`src/logic/vseq_pkg.sv`:
```
package vseq_pkg;

  ////////////////////////////////////////////////////////////
  // Sizes
  ////////////////////////////////////////////////////////////

  // Instruction IDs in flight at once
  localparam int unsigned NrVInsn = 8;

  // Architectural vector registers
  localparam int unsigned NrVRegs = 32;

  // v0 holds the mask when vm is low
  localparam int unsigned MaskReg = 0;

  // Functional units behind the sequencer
  localparam int unsigned NrUnits = 4;

  // Credit counters must reach the deepest queue
  localparam int unsigned CntWidth = 3;

  ////////////////////////////////////////////////////////////
  // Types
  ////////////////////////////////////////////////////////////

  // The dispatcher names the unit directly
  typedef enum logic [1:0] {
    UnitAlu   = 2'd0,
    UnitMul   = 2'd1,
    UnitLoad  = 2'd2,
    UnitStore = 2'd3
  } unit_e;

  // Instruction ID
  typedef logic [$clog2(NrVInsn)-1:0] vid_t;

  // Vector register index
  typedef logic [$clog2(NrVRegs)-1:0] vreg_t;

  // One bit per instruction ID
  typedef logic [NrVInsn-1:0] vinsn_vec_t;

  // In-flight count of one unit
  typedef logic [CntWidth-1:0] cnt_t;

  // Queue depth of each unit indexed by unit_e
  localparam cnt_t UnitDepth [NrUnits] = '{
    cnt_t'(4),
    cnt_t'(2),
    cnt_t'(2),
    cnt_t'(2)
  };

endpackage

```
`src/logic/vinsn_tracker.sv`:
```
`timescale 1ns/1ps

module vinsn_tracker (
  input  logic                                             clk_i,
  input  logic                                             rst_ni,
  input  logic                                             accept_i,
  input  vseq_pkg::unit_e                                  req_unit_i,
  input  vseq_pkg::vinsn_vec_t [vseq_pkg::NrUnits-1:0]     done_i,
  output vseq_pkg::vid_t                                   next_id_o,
  output logic                                             id_free_o,
  output vseq_pkg::vinsn_vec_t                             running_o,
  output vseq_pkg::vinsn_vec_t                             running_next_o,
  output logic                                             idle_o
);

  ////////////////////////////////////////////////////////////
  // Running matrix
  ////////////////////////////////////////////////////////////

  // One row per unit with a bit for each ID running there
  vseq_pkg::vinsn_vec_t [vseq_pkg::NrUnits-1:0] unit_running_d, unit_running_q;

  always_comb begin
    // Completions clear their bits
    for (int u = 0; u < vseq_pkg::NrUnits; u++) begin
      unit_running_d[u] = unit_running_q[u] & ~done_i[u];
    end
    // New instruction starts on its unit
    if (accept_i) begin
      unit_running_d[req_unit_i][next_id_o] = 1'b1;
    end
    // Union over all units
    running_next_o = '0;
    for (int u = 0; u < vseq_pkg::NrUnits; u++) begin
      running_next_o = running_next_o | unit_running_d[u];
    end
  end

  always_ff @(posedge clk_i or negedge rst_ni) begin
    if (!rst_ni) begin
      unit_running_q <= '0;
      running_o      <= '0;
    end else begin
      unit_running_q <= unit_running_d;
      running_o      <= running_next_o;
    end
  end

  ////////////////////////////////////////////////////////////
  // Next free ID
  ////////////////////////////////////////////////////////////

  // Lowest zero of the registered running set
  always_comb begin
    next_id_o = '0;
    id_free_o = 1'b0;
    // Walk downwards so the lowest free ID wins
    for (int i = vseq_pkg::NrVInsn - 1; i >= 0; i--) begin
      if (!running_o[i]) begin
        next_id_o = vseq_pkg::vid_t'(i);
        id_free_o = 1'b1;
      end
    end
  end

  // Nothing in flight anywhere
  assign idle_o = ~|running_o;

endmodule

```
`src/logic/vreg_scoreboard.sv`:
```
`timescale 1ns/1ps

module vreg_scoreboard (
  input  logic                                          clk_i,
  input  logic                                          rst_ni,
  input  logic                                          accept_i,
  input  vseq_pkg::vid_t                                new_id_i,
  input  vseq_pkg::vreg_t                               req_vd_i,
  input  vseq_pkg::vreg_t                               req_vs1_i,
  input  vseq_pkg::vreg_t                               req_vs2_i,
  input  logic                                          req_use_vd_i,
  input  logic                                          req_use_vs1_i,
  input  logic                                          req_use_vs2_i,
  input  logic                                          req_vm_i,
  input  vseq_pkg::vinsn_vec_t                          running_i,
  input  vseq_pkg::vinsn_vec_t                          running_next_i,
  output vseq_pkg::vinsn_vec_t                          hazard_o,
  output vseq_pkg::vinsn_vec_t [vseq_pkg::NrVInsn-1:0]  hazard_table_o
);

  ////////////////////////////////////////////////////////////
  // Access lists
  ////////////////////////////////////////////////////////////

  // Last writer and last reader of every register
  vseq_pkg::vid_t wr_id_d [vseq_pkg::NrVRegs];
  vseq_pkg::vid_t wr_id_q [vseq_pkg::NrVRegs];
  vseq_pkg::vid_t rd_id_d [vseq_pkg::NrVRegs];
  vseq_pkg::vid_t rd_id_q [vseq_pkg::NrVRegs];
  logic [vseq_pkg::NrVRegs-1:0] wr_vld_d, wr_vld_q;
  logic [vseq_pkg::NrVRegs-1:0] rd_vld_d, rd_vld_q;

  // Entries whose owner still runs
  logic [vseq_pkg::NrVRegs-1:0] wr_live, rd_live;

  vseq_pkg::vinsn_vec_t [vseq_pkg::NrVInsn-1:0] table_d;

  always_comb begin
    for (int v = 0; v < vseq_pkg::NrVRegs; v++) begin
      wr_live[v] = wr_vld_q[v] & running_i[wr_id_q[v]];
      rd_live[v] = rd_vld_q[v] & running_i[rd_id_q[v]];
    end
  end

  ////////////////////////////////////////////////////////////
  // Hazard lookup
  ////////////////////////////////////////////////////////////

  always_comb begin
    hazard_o = '0;
    // RAW on the sources
    if (req_use_vs1_i && wr_live[req_vs1_i]) begin
      hazard_o[wr_id_q[req_vs1_i]] = 1'b1;
    end
    if (req_use_vs2_i && wr_live[req_vs2_i]) begin
      hazard_o[wr_id_q[req_vs2_i]] = 1'b1;
    end
    // RAW on the mask
    if (!req_vm_i && wr_live[vseq_pkg::MaskReg]) begin
      hazard_o[wr_id_q[vseq_pkg::MaskReg]] = 1'b1;
    end
    if (req_use_vd_i) begin
      // WAR
      if (rd_live[req_vd_i]) begin
        hazard_o[rd_id_q[req_vd_i]] = 1'b1;
      end
      // WAW
      if (wr_live[req_vd_i]) begin
        hazard_o[wr_id_q[req_vd_i]] = 1'b1;
      end
    end
  end

  ////////////////////////////////////////////////////////////
  // List and table update
  ////////////////////////////////////////////////////////////

  always_comb begin
    // Drop finished owners
    wr_id_d  = wr_id_q;
    rd_id_d  = rd_id_q;
    wr_vld_d = wr_live;
    rd_vld_d = rd_live;
    table_d  = hazard_table_o;
    if (accept_i) begin
      // Destination now belongs to the new ID
      if (req_use_vd_i) begin
        wr_id_d[req_vd_i]  = new_id_i;
        wr_vld_d[req_vd_i] = 1'b1;
      end
      // Readers after the lookup above
      if (req_use_vs1_i) begin
        rd_id_d[req_vs1_i]  = new_id_i;
        rd_vld_d[req_vs1_i] = 1'b1;
      end
      if (req_use_vs2_i) begin
        rd_id_d[req_vs2_i]  = new_id_i;
        rd_vld_d[req_vs2_i] = 1'b1;
      end
      if (!req_vm_i) begin
        rd_id_d[vseq_pkg::MaskReg]  = new_id_i;
        rd_vld_d[vseq_pkg::MaskReg] = 1'b1;
      end
      table_d[new_id_i] = hazard_o;
    end
    // Rows keep only instructions still in flight
    for (int i = 0; i < vseq_pkg::NrVInsn; i++) begin
      table_d[i] = table_d[i] & running_next_i;
    end
  end

  always_ff @(posedge clk_i or negedge rst_ni) begin
    if (!rst_ni) begin
      wr_vld_q       <= '0;
      rd_vld_q       <= '0;
      hazard_table_o <= '0;
    end else begin
      wr_vld_q       <= wr_vld_d;
      rd_vld_q       <= rd_vld_d;
      hazard_table_o <= table_d;
    end
  end

  // Owner IDs of the list entries
  always_ff @(posedge clk_i) begin
    wr_id_q <= wr_id_d;
    rd_id_q <= rd_id_d;
  end

endmodule

```
`src/logic/unit_credits.sv`:
```
`timescale 1ns/1ps

module unit_credits (
  input  logic                                          clk_i,
  input  logic                                          rst_ni,
  input  logic                                          accept_i,
  input  vseq_pkg::unit_e                               req_unit_i,
  input  vseq_pkg::vinsn_vec_t [vseq_pkg::NrUnits-1:0]  done_i,
  output logic [vseq_pkg::NrUnits-1:0]                  unit_ready_o
);

  ////////////////////////////////////////////////////////////
  // One credit counter per unit
  ////////////////////////////////////////////////////////////

  for (genvar u = 0; u < vseq_pkg::NrUnits; u++) begin : gen_cnt
    vseq_pkg::cnt_t cnt_q;
    logic           cnt_up;
    logic           cnt_down;

    // New instruction for this unit
    assign cnt_up = accept_i && (req_unit_i == vseq_pkg::unit_e'(u));

    // At most one completion per unit and cycle
    assign cnt_down = |done_i[u];

    always_ff @(posedge clk_i or negedge rst_ni) begin
      if (!rst_ni) begin
        cnt_q <= '0;
      end else if (cnt_up && !cnt_down) begin
        cnt_q <= cnt_q + vseq_pkg::cnt_t'(1);
      end else if (cnt_down && !cnt_up) begin
        cnt_q <= cnt_q - vseq_pkg::cnt_t'(1);
      end
      // Up and down together leave the count alone
    end

    // Room left in the unit queue
    assign unit_ready_o[u] = cnt_q < vseq_pkg::UnitDepth[u];
  end

endmodule

```
`src/logic/issue_ctrl.sv`:
```
`timescale 1ns/1ps

module issue_ctrl (
  input  logic                          clk_i,
  input  logic                          rst_ni,
  // Dispatcher side
  input  logic                          req_valid_i,
  input  vseq_pkg::unit_e               req_unit_i,
  input  vseq_pkg::vreg_t               req_vd_i,
  input  vseq_pkg::vreg_t               req_vs1_i,
  input  vseq_pkg::vreg_t               req_vs2_i,
  input  logic                          req_vm_i,
  output logic                          req_ready_o,
  // From the other blocks
  input  logic                          id_free_i,
  input  logic [vseq_pkg::NrUnits-1:0]  unit_ready_i,
  input  vseq_pkg::vid_t                next_id_i,
  input  vseq_pkg::vinsn_vec_t          hazard_i,
  output logic                          accept_o,
  // Issue strobe
  output logic                          issue_valid_o,
  output vseq_pkg::vid_t                issue_id_o,
  output vseq_pkg::unit_e               issue_unit_o,
  output vseq_pkg::vreg_t               issue_vd_o,
  output vseq_pkg::vreg_t               issue_vs1_o,
  output vseq_pkg::vreg_t               issue_vs2_o,
  output logic                          issue_vm_o,
  output vseq_pkg::vinsn_vec_t          issue_hazard_o
);

  ////////////////////////////////////////////////////////////
  // Acceptance
  ////////////////////////////////////////////////////////////

  // Hazards never block since the units chain on them
  assign req_ready_o = id_free_i & unit_ready_i[req_unit_i];
  assign accept_o    = req_valid_i & req_ready_o;

  ////////////////////////////////////////////////////////////
  // Issue register
  ////////////////////////////////////////////////////////////

  // One-cycle strobe
  always_ff @(posedge clk_i or negedge rst_ni) begin
    if (!rst_ni) begin
      issue_valid_o <= 1'b0;
    end else begin
      issue_valid_o <= accept_o;
    end
  end

  // Fields load with the accepted request
  always_ff @(posedge clk_i) begin
    if (accept_o) begin
      issue_id_o     <= next_id_i;
      issue_unit_o   <= req_unit_i;
      issue_vd_o     <= req_vd_i;
      issue_vs1_o    <= req_vs1_i;
      issue_vs2_o    <= req_vs2_i;
      issue_vm_o     <= req_vm_i;
      issue_hazard_o <= hazard_i;
    end
  end

endmodule

```
`src/logic/vector_sequencer.sv`:
```
`timescale 1ns/1ps

module vector_sequencer (
  input  logic                                          clk_i,
  input  logic                                          rst_ni,
  // Dispatcher handshake
  input  logic                                          req_valid_i,
  input  vseq_pkg::unit_e                               req_unit_i,
  input  vseq_pkg::vreg_t                               req_vd_i,
  input  vseq_pkg::vreg_t                               req_vs1_i,
  input  vseq_pkg::vreg_t                               req_vs2_i,
  input  logic                                          req_use_vd_i,
  input  logic                                          req_use_vs1_i,
  input  logic                                          req_use_vs2_i,
  input  logic                                          req_vm_i,
  output logic                                          req_ready_o,
  // Completions, one ID vector per unit
  input  vseq_pkg::vinsn_vec_t [vseq_pkg::NrUnits-1:0]  done_i,
  // Issue strobe
  output logic                                          issue_valid_o,
  output vseq_pkg::vid_t                                issue_id_o,
  output vseq_pkg::unit_e                               issue_unit_o,
  output vseq_pkg::vreg_t                               issue_vd_o,
  output vseq_pkg::vreg_t                               issue_vs1_o,
  output vseq_pkg::vreg_t                               issue_vs2_o,
  output logic                                          issue_vm_o,
  output vseq_pkg::vinsn_vec_t                          issue_hazard_o,
  // Status
  output vseq_pkg::vinsn_vec_t                          running_o,
  output vseq_pkg::vinsn_vec_t [vseq_pkg::NrVInsn-1:0]  hazard_table_o,
  output logic                                          idle_o
);

  logic                         accept;
  vseq_pkg::vid_t               next_id;
  logic                         id_free;
  vseq_pkg::vinsn_vec_t         running_next;
  logic [vseq_pkg::NrUnits-1:0] unit_ready;
  vseq_pkg::vinsn_vec_t         hazard;

  // ID allocation and where each instruction runs
  vinsn_tracker u_tracker (
    .clk_i          (clk_i),
    .rst_ni         (rst_ni),
    .accept_i       (accept),
    .req_unit_i     (req_unit_i),
    .done_i         (done_i),
    .next_id_o      (next_id),
    .id_free_o      (id_free),
    .running_o      (running_o),
    .running_next_o (running_next),
    .idle_o         (idle_o)
  );

  // Register dependencies and hazard table
  vreg_scoreboard u_scoreboard (
    .clk_i          (clk_i),
    .rst_ni         (rst_ni),
    .accept_i       (accept),
    .new_id_i       (next_id),
    .req_vd_i       (req_vd_i),
    .req_vs1_i      (req_vs1_i),
    .req_vs2_i      (req_vs2_i),
    .req_use_vd_i   (req_use_vd_i),
    .req_use_vs1_i  (req_use_vs1_i),
    .req_use_vs2_i  (req_use_vs2_i),
    .req_vm_i       (req_vm_i),
    .running_i      (running_o),
    .running_next_i (running_next),
    .hazard_o       (hazard),
    .hazard_table_o (hazard_table_o)
  );

  // Per-unit queue credits
  unit_credits u_credits (
    .clk_i        (clk_i),
    .rst_ni       (rst_ni),
    .accept_i     (accept),
    .req_unit_i   (req_unit_i),
    .done_i       (done_i),
    .unit_ready_o (unit_ready)
  );

  // Handshake and issue strobe
  issue_ctrl u_issue (
    .clk_i          (clk_i),
    .rst_ni         (rst_ni),
    .req_valid_i    (req_valid_i),
    .req_unit_i     (req_unit_i),
    .req_vd_i       (req_vd_i),
    .req_vs1_i      (req_vs1_i),
    .req_vs2_i      (req_vs2_i),
    .req_vm_i       (req_vm_i),
    .req_ready_o    (req_ready_o),
    .id_free_i      (id_free),
    .unit_ready_i   (unit_ready),
    .next_id_i      (next_id),
    .hazard_i       (hazard),
    .accept_o       (accept),
    .issue_valid_o  (issue_valid_o),
    .issue_id_o     (issue_id_o),
    .issue_unit_o   (issue_unit_o),
    .issue_vd_o     (issue_vd_o),
    .issue_vs1_o    (issue_vs1_o),
    .issue_vs2_o    (issue_vs2_o),
    .issue_vm_o     (issue_vm_o),
    .issue_hazard_o (issue_hazard_o)
  );

endmodule

```
`config.mk`:
```
export PLATFORM = sky130hd
export DESIGN_NAME = vector_sequencer
export DESIGN_NICKNAME = d
export VERILOG_FILES = /design/src/logic/vseq_pkg.sv /design/src/logic/vinsn_tracker.sv /design/src/logic/vreg_scoreboard.sv /design/src/logic/unit_credits.sv /design/src/logic/issue_ctrl.sv /design/src/logic/vector_sequencer.sv
export SDC_FILE = /design/constraint.sdc
export NUM_CORES = 1
export LEC_CHECK = 0
export BUFFER_PORTS_ARGS = -buffer_cell sky130_fd_sc_hd__buf_2
export CAP_MARGIN = 25
export CORE_ASPECT_RATIO = 0.5
export CORE_MARGIN = 3
export CORE_UTILIZATION = 50
export DETAILED_ROUTE_END_ITERATION = 7
export GPL_ROUTABILITY_DRIVEN = 1
export PLACE_DENSITY = 0.67
export SLEW_MARGIN = 20
export SYNTH_ARGS = -nofsm -noshare
export SYNTH_HDL_FRONTEND = slang
export SYNTH_SLANG_ARGS = --single-unit
```
`constraint.sdc`:
```
create_clock -name clk_i -period 14.4 [get_ports clk_i]
set_input_delay 0 -clock clk_i [delete_from_list [all_inputs] [get_ports clk_i]]
set_output_delay 0 -clock clk_i [all_outputs]
set_load 0.01 [all_outputs]
```
==> flow_metrics.env, run 1 <==
export IMPL_p_per_area_nw_per_um2=115
export IMPL_start_util=0.516
export IMPL_timing_slew_headroom=0.281
export IMPL_max_stage_delay_ps=960
export IMPL_place_inst=2865
export IMPL_final_hold_violation_count=0
export IMPL_area_growth_pct=12.0
export IMPL_async_flop_share=0.450
export IMPL_critPathSlowestCell="dfrtp_2"
export IMPL_r2r_slack_ps=9920
export IMPL_antenna_found_initial=0
export IMPL_syn_inst=2189
export IMPL_clock_root_buffer="clkbuf_16"
export IMPL_cp_data_arrival_time_ps=4990
export IMPL_synth_area_per_cell_sq_um=11.7
export IMPL_drtAntennaViolNets=0
export IMPL_grt_overflow_total=0
export IMPL_path_clk_slew_ps=70
export IMPL_yosys_warnings=0
export IMPL_r2r_start="u_tracker.running_o[1]"
export IMPL_tightest_slew_ps=1080
export IMPL_leakage_nw=11.1
export IMPL_period_needed_ps=4480
export IMPL_die_y_um=166
export IMPL_slew_viol_final=0
export IMPL_min_path_type="in2reg"
export IMPL_drt_wl_total_mm=90.6
export IMPL_num_rows=57
export IMPL_grt_pass1_vias=20300
export IMPL_io_pins=160
export IMPL_required_ps=14910
export IMPL_cts_repair_resize_count=0
export IMPL_setup_violations=0
export IMPL_finClkSkew_ps=17.4
export IMPL_drtPass1Iterations=8
export IMPL_wl_per_cell_um=30.1
export IMPL_cp_cell_sequence="buf_4 > mux4_1 > nor2_1 > a311oi_1 > a221oi_1 > o21ai_0 > nand4b_1 > nor4_1 > nor4_4 > a21oi_1"
export IMPL_dieArea_sq_um=54000
export IMPL_syn_nets=2253
export IMPL_grt_first_pass_wirelength_mm=136
export IMPL_synth_seq_area_share=0.437
export IMPL_hpwl_mm=60.2
export IMPL_end_kind="register"
export IMPL_final_cells=3009
export IMPL_drc=0
export IMPL_synthDistinctLibCells=105
export IMPL_max_freq_ghz=0.223
export IMPL_worst_r2r_endpoint="u_scoreboard.hazard_table_o[37]"
export IMPL_reg2reg_depth=10
export IMPL_post_route_period_util=0.311
export IMPL_htreeDepth=2
export IMPL_grtUsageTotal=0.329
export IMPL_criticalPathCategory="reg2reg"
export IMPL_clkSinkCount=402
export IMPL_crit_end="u_scoreboard.hazard_table_o[37]"
export IMPL_via_count=21200
export IMPL_viasPerCell=7.04
export IMPL_n_antenna_cell=0
export IMPL_post_cts_setup_buffers=0
export IMPL_status="finished clean"
export IMPL_grt_max_degree=78
export IMPL_synth_edf_count=221
export IMPL_tns_ps=0
export IMPL_startpoint="u_tracker.running_o[1]"
export IMPL_startpoint_type="register"
export IMPL_ys_ff_latch=402
export IMPL_synth_ff_type="edfxtp_1"
export IMPL_nNetsFinal=2363
export IMPL_drv_cap=0
export IMPL_fp_dieW_um=326
export IMPL_core_area_sq_um=49500
export IMPL_first_iter_violations=3189
export IMPL_syn_area_sq_um=25500
export IMPL_cts_tree="done"
export IMPL_gp_congestion=1.05
export IMPL_grt_setup_unrepaired="no"
export IMPL_clockBufferDepth=3
export IMPL_max_vdd_ir_drop_v=0.0000924
export IMPL_io_buffers=159
export IMPL_cp_max_fo=40
export IMPL_drive_above_1_share=0.264
export IMPL_cts_buffers=40
export IMPL_insertion_delay_ps=590
-- registers in the layout (all words and copies together) (netlist names), 3 cells and up --
register,flops
u_scoreboard.rd_id_q,96
u_scoreboard.wr_id_q,96
u_scoreboard.hazard_table_o,64
u_scoreboard.rd_vld_q,32
u_scoreboard.wr_vld_q,32
u_tracker.unit_running_q,32
u_credits.gen_cnt.cnt_q,12
u_issue.issue_hazard_o,8
u_tracker.running_o,8
u_issue.issue_vd_o,5
u_issue.issue_vs1_o,5
u_issue.issue_vs2_o,5
u_issue.issue_id_o,3
-- cell usage in the layout, fill, tap and decap left out, drive strengths merged, types with 9 or more instances in the layout --
master       instances
a31oi               13
a221oi              11
a21oi               71
mux2               148
nor4                26
a22o                15
and2                18
nand3b              17
nor3b               11
or3                  9
mux4               137
o221ai              12
dfrtp              181
o2111ai             18
edfxtp             221
buf                189
or4                 21
nand3               54
inv                 71
o211ai              11
nor2               112
nor3                23
nor2b               41
or2                 23
o22ai               90
nand4               13
mux2i              154
and3                16
a22oi               29
clkinv              15
clkbuf              49
dlygate4sd3         66
nand2              137
o21ai              114
nand2b              37
a211oi              13
-- worst max-delay path, delay by kind of cell (launching register included) --
family	cells	cell delay (ps)
and+or+nand+nor	4	1330
DFF	1	960
muxes	1	320
buffers and inverters	1	520
AOI/OAI and AO/OA	4	1200
-- through the flow --
step | hold WS [ps] | utilization | instance area, sq um | worst slack [ps] | power (mW)
floorplan | -296 | - | 25500 | 8680 | 1.92
global placement | 59.3 | 0.535 | 26500 | 10040 | 2.12
detailed placement | 60.1 | 0.535 | 26500 | 10040 | 2.14
CTS | 6.48 | 0.577 | 28600 | 10030 | 3.29
global route | 13.7 | 0.578 | 28600 | 9680 | 3.41
finish | 28.2 | 0.578 | 28600 | 9920 | 3.30
-- synth_stat cells (12+ instances only) --
| master | n | area [sq um] |
|---|---|---|
| edfxtp_1 | 221 | 6640 |
| dfrtp_1 | 181 | 4530 |
| mux2i_1 | 154 | 1540 |
| mux2_2 | 148 | 1670 |
| nand2_1 | 137 | 514 |
| mux4_2 | 132 | 2970 |
| nor2_1 | 112 | 420 |
| o21ai_0 | 104 | 521 |
| o22ai_1 | 90 | 563 |
| clkbuf_1 | 86 | 323 |
| a21oi_1 | 71 | 355 |
| inv_1 | 69 | 259 |
| buf_2 | 54 | 270 |
| nand3_1 | 54 | 270 |
| nor2b_1 | 41 | 257 |
| nand2b_1 | 37 | 231 |
| a22oi_1 | 29 | 218 |
| or4_1 | 21 | 158 |
| nor3_1 | 20 | 100 |
| or2_2 | 20 | 125 |
| nand3b_1 | 17 | 128 |
| nor4_1 | 17 | 106 |
| o2111ai_1 | 17 | 149 |
| and2_1 | 16 | 100 |
| and3_1 | 16 | 100 |
| a22o_1 | 15 | 131 |
| a31oi_1 | 13 | 81.3 |
| buf_1 | 13 | 48.8 |
| a211oi_1 | 12 | 90.1 |
| nand4_1 | 12 | 75.1 |
| o221ai_1 | 12 | 105 |
-- worst min path at each step --
stage | from | endpoint | slack (ps) | cells after the start
after floorplan | rst_ni | u_credits.gen_cnt[0].cnt_q[0] | -300 | 0
after detailed placement | rst_ni | u_scoreboard.hazard_table_o[38] | 60 | 1
after global routing | req_vs1_i[3] | u_issue.issue_vs1_o[3] | 10 | 1
after CTS | req_vs1_i[3] | u_issue.issue_vs1_o[3] | 6 | 1
final | req_vs1_i[3] | u_issue.issue_vs1_o[3] | 30 | 1
after global placement | rst_ni | u_scoreboard.hazard_table_o[38] | 60 | 1
-- report_power, final --
part,internal [mW],total [mW],switching (mW)
Combinational,0.273,0.675,0.402
Clock,0.648,1.15,0.505
Sequential,1.36,1.47,0.108
Total,2.28,3.30,1.01
-- layer usage --
layer | track usage | up-vias | share of wire
li1 | - | 8745 | -
met3 | 0.0892 | 229 | 0.12
met4 | 0.105 | 0 | 0.036
met2 | 0.485 | 1504 | 0.43
met1 | 0.474 | 10700 | 0.41
met5 | 0.000870 | - | 0
-- area by class of cell --
type | instances | area [sq um]
inverter | 71 | 273
clock buffer | 48 | 1100
sequential | 402 | 11200
clock inverter | 26 | 313
multi-input combinational | 1528 | 13200
tap | 678 | 848
fill | 4098 | 20900
timing repair buffer | 256 | 1730
-- kinds of logic (layout without fill, tap and decap cells) --
logic type      after synthesis  in the layout  share of synthesized area
simple gates                590            590                      0.131
compound gates              479            479                      0.126
mux                         439            439                      0.247
flops                       402            402                      0.437
buf+inv                     259            401                     0.0482
xor+xnor                     12             12                    0.00412
fa+ha+maj                     8              8                    0.00510
-- timing repair --
| item | CTS | global route |
|---|---|---|
| endpoints found under the hold margin | 116 | 0 |
| hold buffers | 67 | 0 |
| endpoints found under the setup margin | 0 | 0 |
(Power assumes the default switching activity.)
==> run 2, diff against run 1 <==
--- a/config.mk
+++ b/config.mk
@@ -5,6 +5,7 @@
 export SDC_FILE = /design/constraint.sdc
 export NUM_CORES = 1
 export LEC_CHECK = 0
+export ABC_AREA = 1
 export BUFFER_PORTS_ARGS = -buffer_cell sky130_fd_sc_hd__buf_2
 export CAP_MARGIN = 25
 export CORE_ASPECT_RATIO = 0.5
@@ -12,7 +13,7 @@
 export CORE_UTILIZATION = 50
 export DETAILED_ROUTE_END_ITERATION = 7
 export GPL_ROUTABILITY_DRIVEN = 1
-export PLACE_DENSITY = 0.67
+export PLACE_DENSITY = 0.69
 export SLEW_MARGIN = 20
 export SYNTH_ARGS = -nofsm -noshare
 export SYNTH_HDL_FRONTEND = slang
==> constraint.sdc (replaced) <==
create_clock -name clk_i -period 3.6 [get_ports clk_i]
set_input_delay 0 -clock clk_i [delete_from_list [all_inputs] [get_ports clk_i]]
set_output_delay 0 -clock clk_i [all_outputs]
set_load 0.01 [all_outputs]
==> run 2 against run 1 <==
Against the previous run: final cell count rose by 37%; largest power group unchanged; first-iteration DRC count rose by 9.1%; critical endpoint is now u_scoreboard.hazard_table_o[38]; setup slack got worse by 9700 ps; critical path type unchanged; largest cell class unchanged; highest routed layer unchanged.
==> flow_metrics.env, run 2 <==
export IMPL_core_area_sq_um=48800
export IMPL_syn_nets=3342
export IMPL_ys_top_cells_by_area="edfxtp_1, dfrtp_1, nand2_1, nand3_1, inv_1"
export IMPL_grtUsageTotal=0.343
export IMPL_drive_above_1_share=0.108
export IMPL_yosys_area_top_type="edfxtp_1"
export IMPL_path_clk_slew_ps=70
export IMPL_synth_top_area_share=0.267
export IMPL_syn_area_sq_um=24800
export IMPL_required_ps=4090
export IMPL_drv_cap=0
export IMPL_synthDistinctLibCells=48
export IMPL_max_freq_ghz=0.299
export IMPL_gp_congestion=0.996
export IMPL_final_common_cell="nand2_1"
export IMPL_cts_tree="done"
export IMPL_timing_slew_headroom=0.241
export IMPL_startpoint_type="register"
export IMPL_drt_wl_total_mm=92.2
export IMPL_startpoint="u_tracker.running_o[7]"
export IMPL_area_growth_pct=13.8
export IMPL_nNetsFinal=3502
export IMPL_reg2reg_depth=19
export IMPL_synth_seq_area_share=0.450
export IMPL_start_util=0.509
export IMPL_via_count=25300
export IMPL_status="finished clean"
export IMPL_tightest_slew_ps=1130
export IMPL_clock_root_buffer="clkbuf_16"
export IMPL_synth_area_per_cell_sq_um=7.58
export IMPL_criticalPathCategory="reg2reg"
export IMPL_p_total_mw=13.1
export IMPL_finClkSkew_ps=25.2
export IMPL_async_flop_share=0.450
export IMPL_p_per_area_nw_per_um2=465
export IMPL_max_vdd_ir_drop_v=0.000379
export IMPL_clockBufferDepth=3
export IMPL_cp_max_fo=59
export IMPL_synth_ff_type="edfxtp_1"
export IMPL_yosys_cell_count_top_type="nand2_1"
export IMPL_synth_edf_count=221
export IMPL_cts_buffers=39
export IMPL_dieArea_sq_um=52600
export IMPL_reg_largest_list="u_scoreboard.rd_id_q x96, u_scoreboard.wr_id_q x96, u_scoreboard.hazard_table_o x64"
export IMPL_most_common_layout_cells="nand2_1, nand3_1, inv_1"
export IMPL_viasPerCell=6.15
export IMPL_antenna_found_initial=1
export IMPL_drtPass1Iterations=8
export IMPL_synth_commonest_cells="nand2_1, nand3_1, inv_1, nor2_1, edfxtp_1"
export IMPL_drtAntennaViolNets=0
export IMPL_drc=0
export IMPL_leakage_nw=13.4
export IMPL_grt_first_pass_wirelength_mm=139
export IMPL_clkSinkCount=402
export IMPL_insertion_delay_ps=570
export IMPL_wl_per_cell_um=22.4
export IMPL_cp_data_arrival_time_ps=3830
export IMPL_grt_setup_unrepaired="no"
export IMPL_io_buffers=159
export IMPL_slew_viol_final=0
export IMPL_period_needed_ps=3350
export IMPL_num_rows=57
export IMPL_hpwl_mm=60.4
export IMPL_post_cts_setup_buffers=0
export IMPL_syn_inst=3278
export IMPL_post_route_period_util=0.929
export IMPL_htreeDepth=2
export IMPL_grt_max_degree=142
export IMPL_grt_overflow_total=0
export IMPL_end_kind="register"
export IMPL_io_pins=160
export IMPL_die_y_um=164
export IMPL_n_antenna_cell=0
export IMPL_min_path_type="in2async"
export IMPL_r2r_start="u_tracker.running_o[7]"
export IMPL_setup_violations=0
export IMPL_yosys_warnings=0
export IMPL_first_iter_violations=3479
export IMPL_grt_pass1_vias=23700
export IMPL_fp_dieW_um=321
export IMPL_tns_ps=0
export IMPL_final_hold_violation_count=0
export IMPL_ys_ff_latch=402
[run 2: cell count changes after synthesis, sizes merged, moves of 68 or more]
cell	before	now
nand2	137	886
nand3	54	383
inv	69	393
nor2	112	293
mux2i	154	0
mux2	148	4
mux4	137	0
o221ai	12	96
o211ai	11	94
a22oi	29	97
[run 2: path summary, 6_finish.rpt]
path	to	slack [ps]
min in group clk_i	u_issue.issue_unit_o[0]	200
max	u_scoreboard.hazard_table_o[38]	250
min reg2reg	u_credits.gen_cnt[1].cnt_q[2]	480
max reg2reg	u_scoreboard.hazard_table_o[38]	250
max in group asynchronous	u_scoreboard.hazard_table_o[16]	2500
min	u_scoreboard.rd_vld_q[16]	30
[run 2: worst max-delay path: stages (launching register included)]
cell and delay, ps:
dfrtp_1 770, inv_2 130, buf_12 260, nand2_1 110, nand3_1 80, nand3_1 90
nand3_1 230, nand2_1 130, nand2_1 60, nor2_1 210, nor2_1 70, nor2_1 90
nand2_1 90, nor2_4 290, nand4_1 150, nand2_1 110, nand2_2 130, nand3_1 100
nand2_1 60, inv_1 50
[run 2: timing repair]
action	CTS	global route
setup endpoints to repair	0	0
hold buffers	53	0
gates resized for setup	0	0
endpoints found under the hold margin	127	0
[run 2: cells by family after synthesis]
family	share of synthesized area
fa+ha+maj	0.00524
buf+inv	0.0908
xor+xnor	0.00282
compound gates	0.173
simple gates	0.277
flops	0.450
mux	0.00181
[run 2: through the flow]
step	hold slack, ps	utilization	cells	setup WS (ps)	area (sq um)
2_1_floorplan	-296	-	3278	164	24800
3_3_place_gp	113	0.542	3993	462	26500
3_5_place_dp	114	0.542	3993	461	26500
4_1_cts	91.5	0.580	4117	448	28300
5_1_grt	124	0.580	4117	89.7	28300
6_report	27.3	0.580	4117	254	28300
[run 2: final cells by class]
class / count / area, sq um
fill: 4520 / 20500
multi-input combinational: 2304 / 11500
sequential: 402 / 11200
timing repair buffer: 292 / 2050
inverter: 399 / 1500
clock buffer: 54 / 1130
tap: 649 / 812
clock inverter: 17 / 155
[run 2: layer usage]
| layer | global-route usage | share of wire | wire (um) | vias to the layer above |
|---|---|---|---|---|
| li1 | - | - | - | 11500 |
| met1 | 0.470 | 0.40 | 36800 | 11800 |
| met2 | 0.529 | 0.43 | 39600 | 1769 |
| met3 | 0.0816 | 0.13 | 12000 | 300 |
| met4 | 0.135 | 0.043 | 3930 | 0 |
| met5 | 0 | 0 | 0 | - |
[run 2: report_power, final]
| part | leakage [nW] | total [mW] | internal [mW] | switching [mW] |
|---|---|---|---|---|
| clock network | 0.629 | 4.29 | 2.37 | 1.93 |
| registers | 4.52 | 5.72 | 5.39 | 0.337 |
| logic | 8.26 | 3.12 | 0.945 | 2.18 |
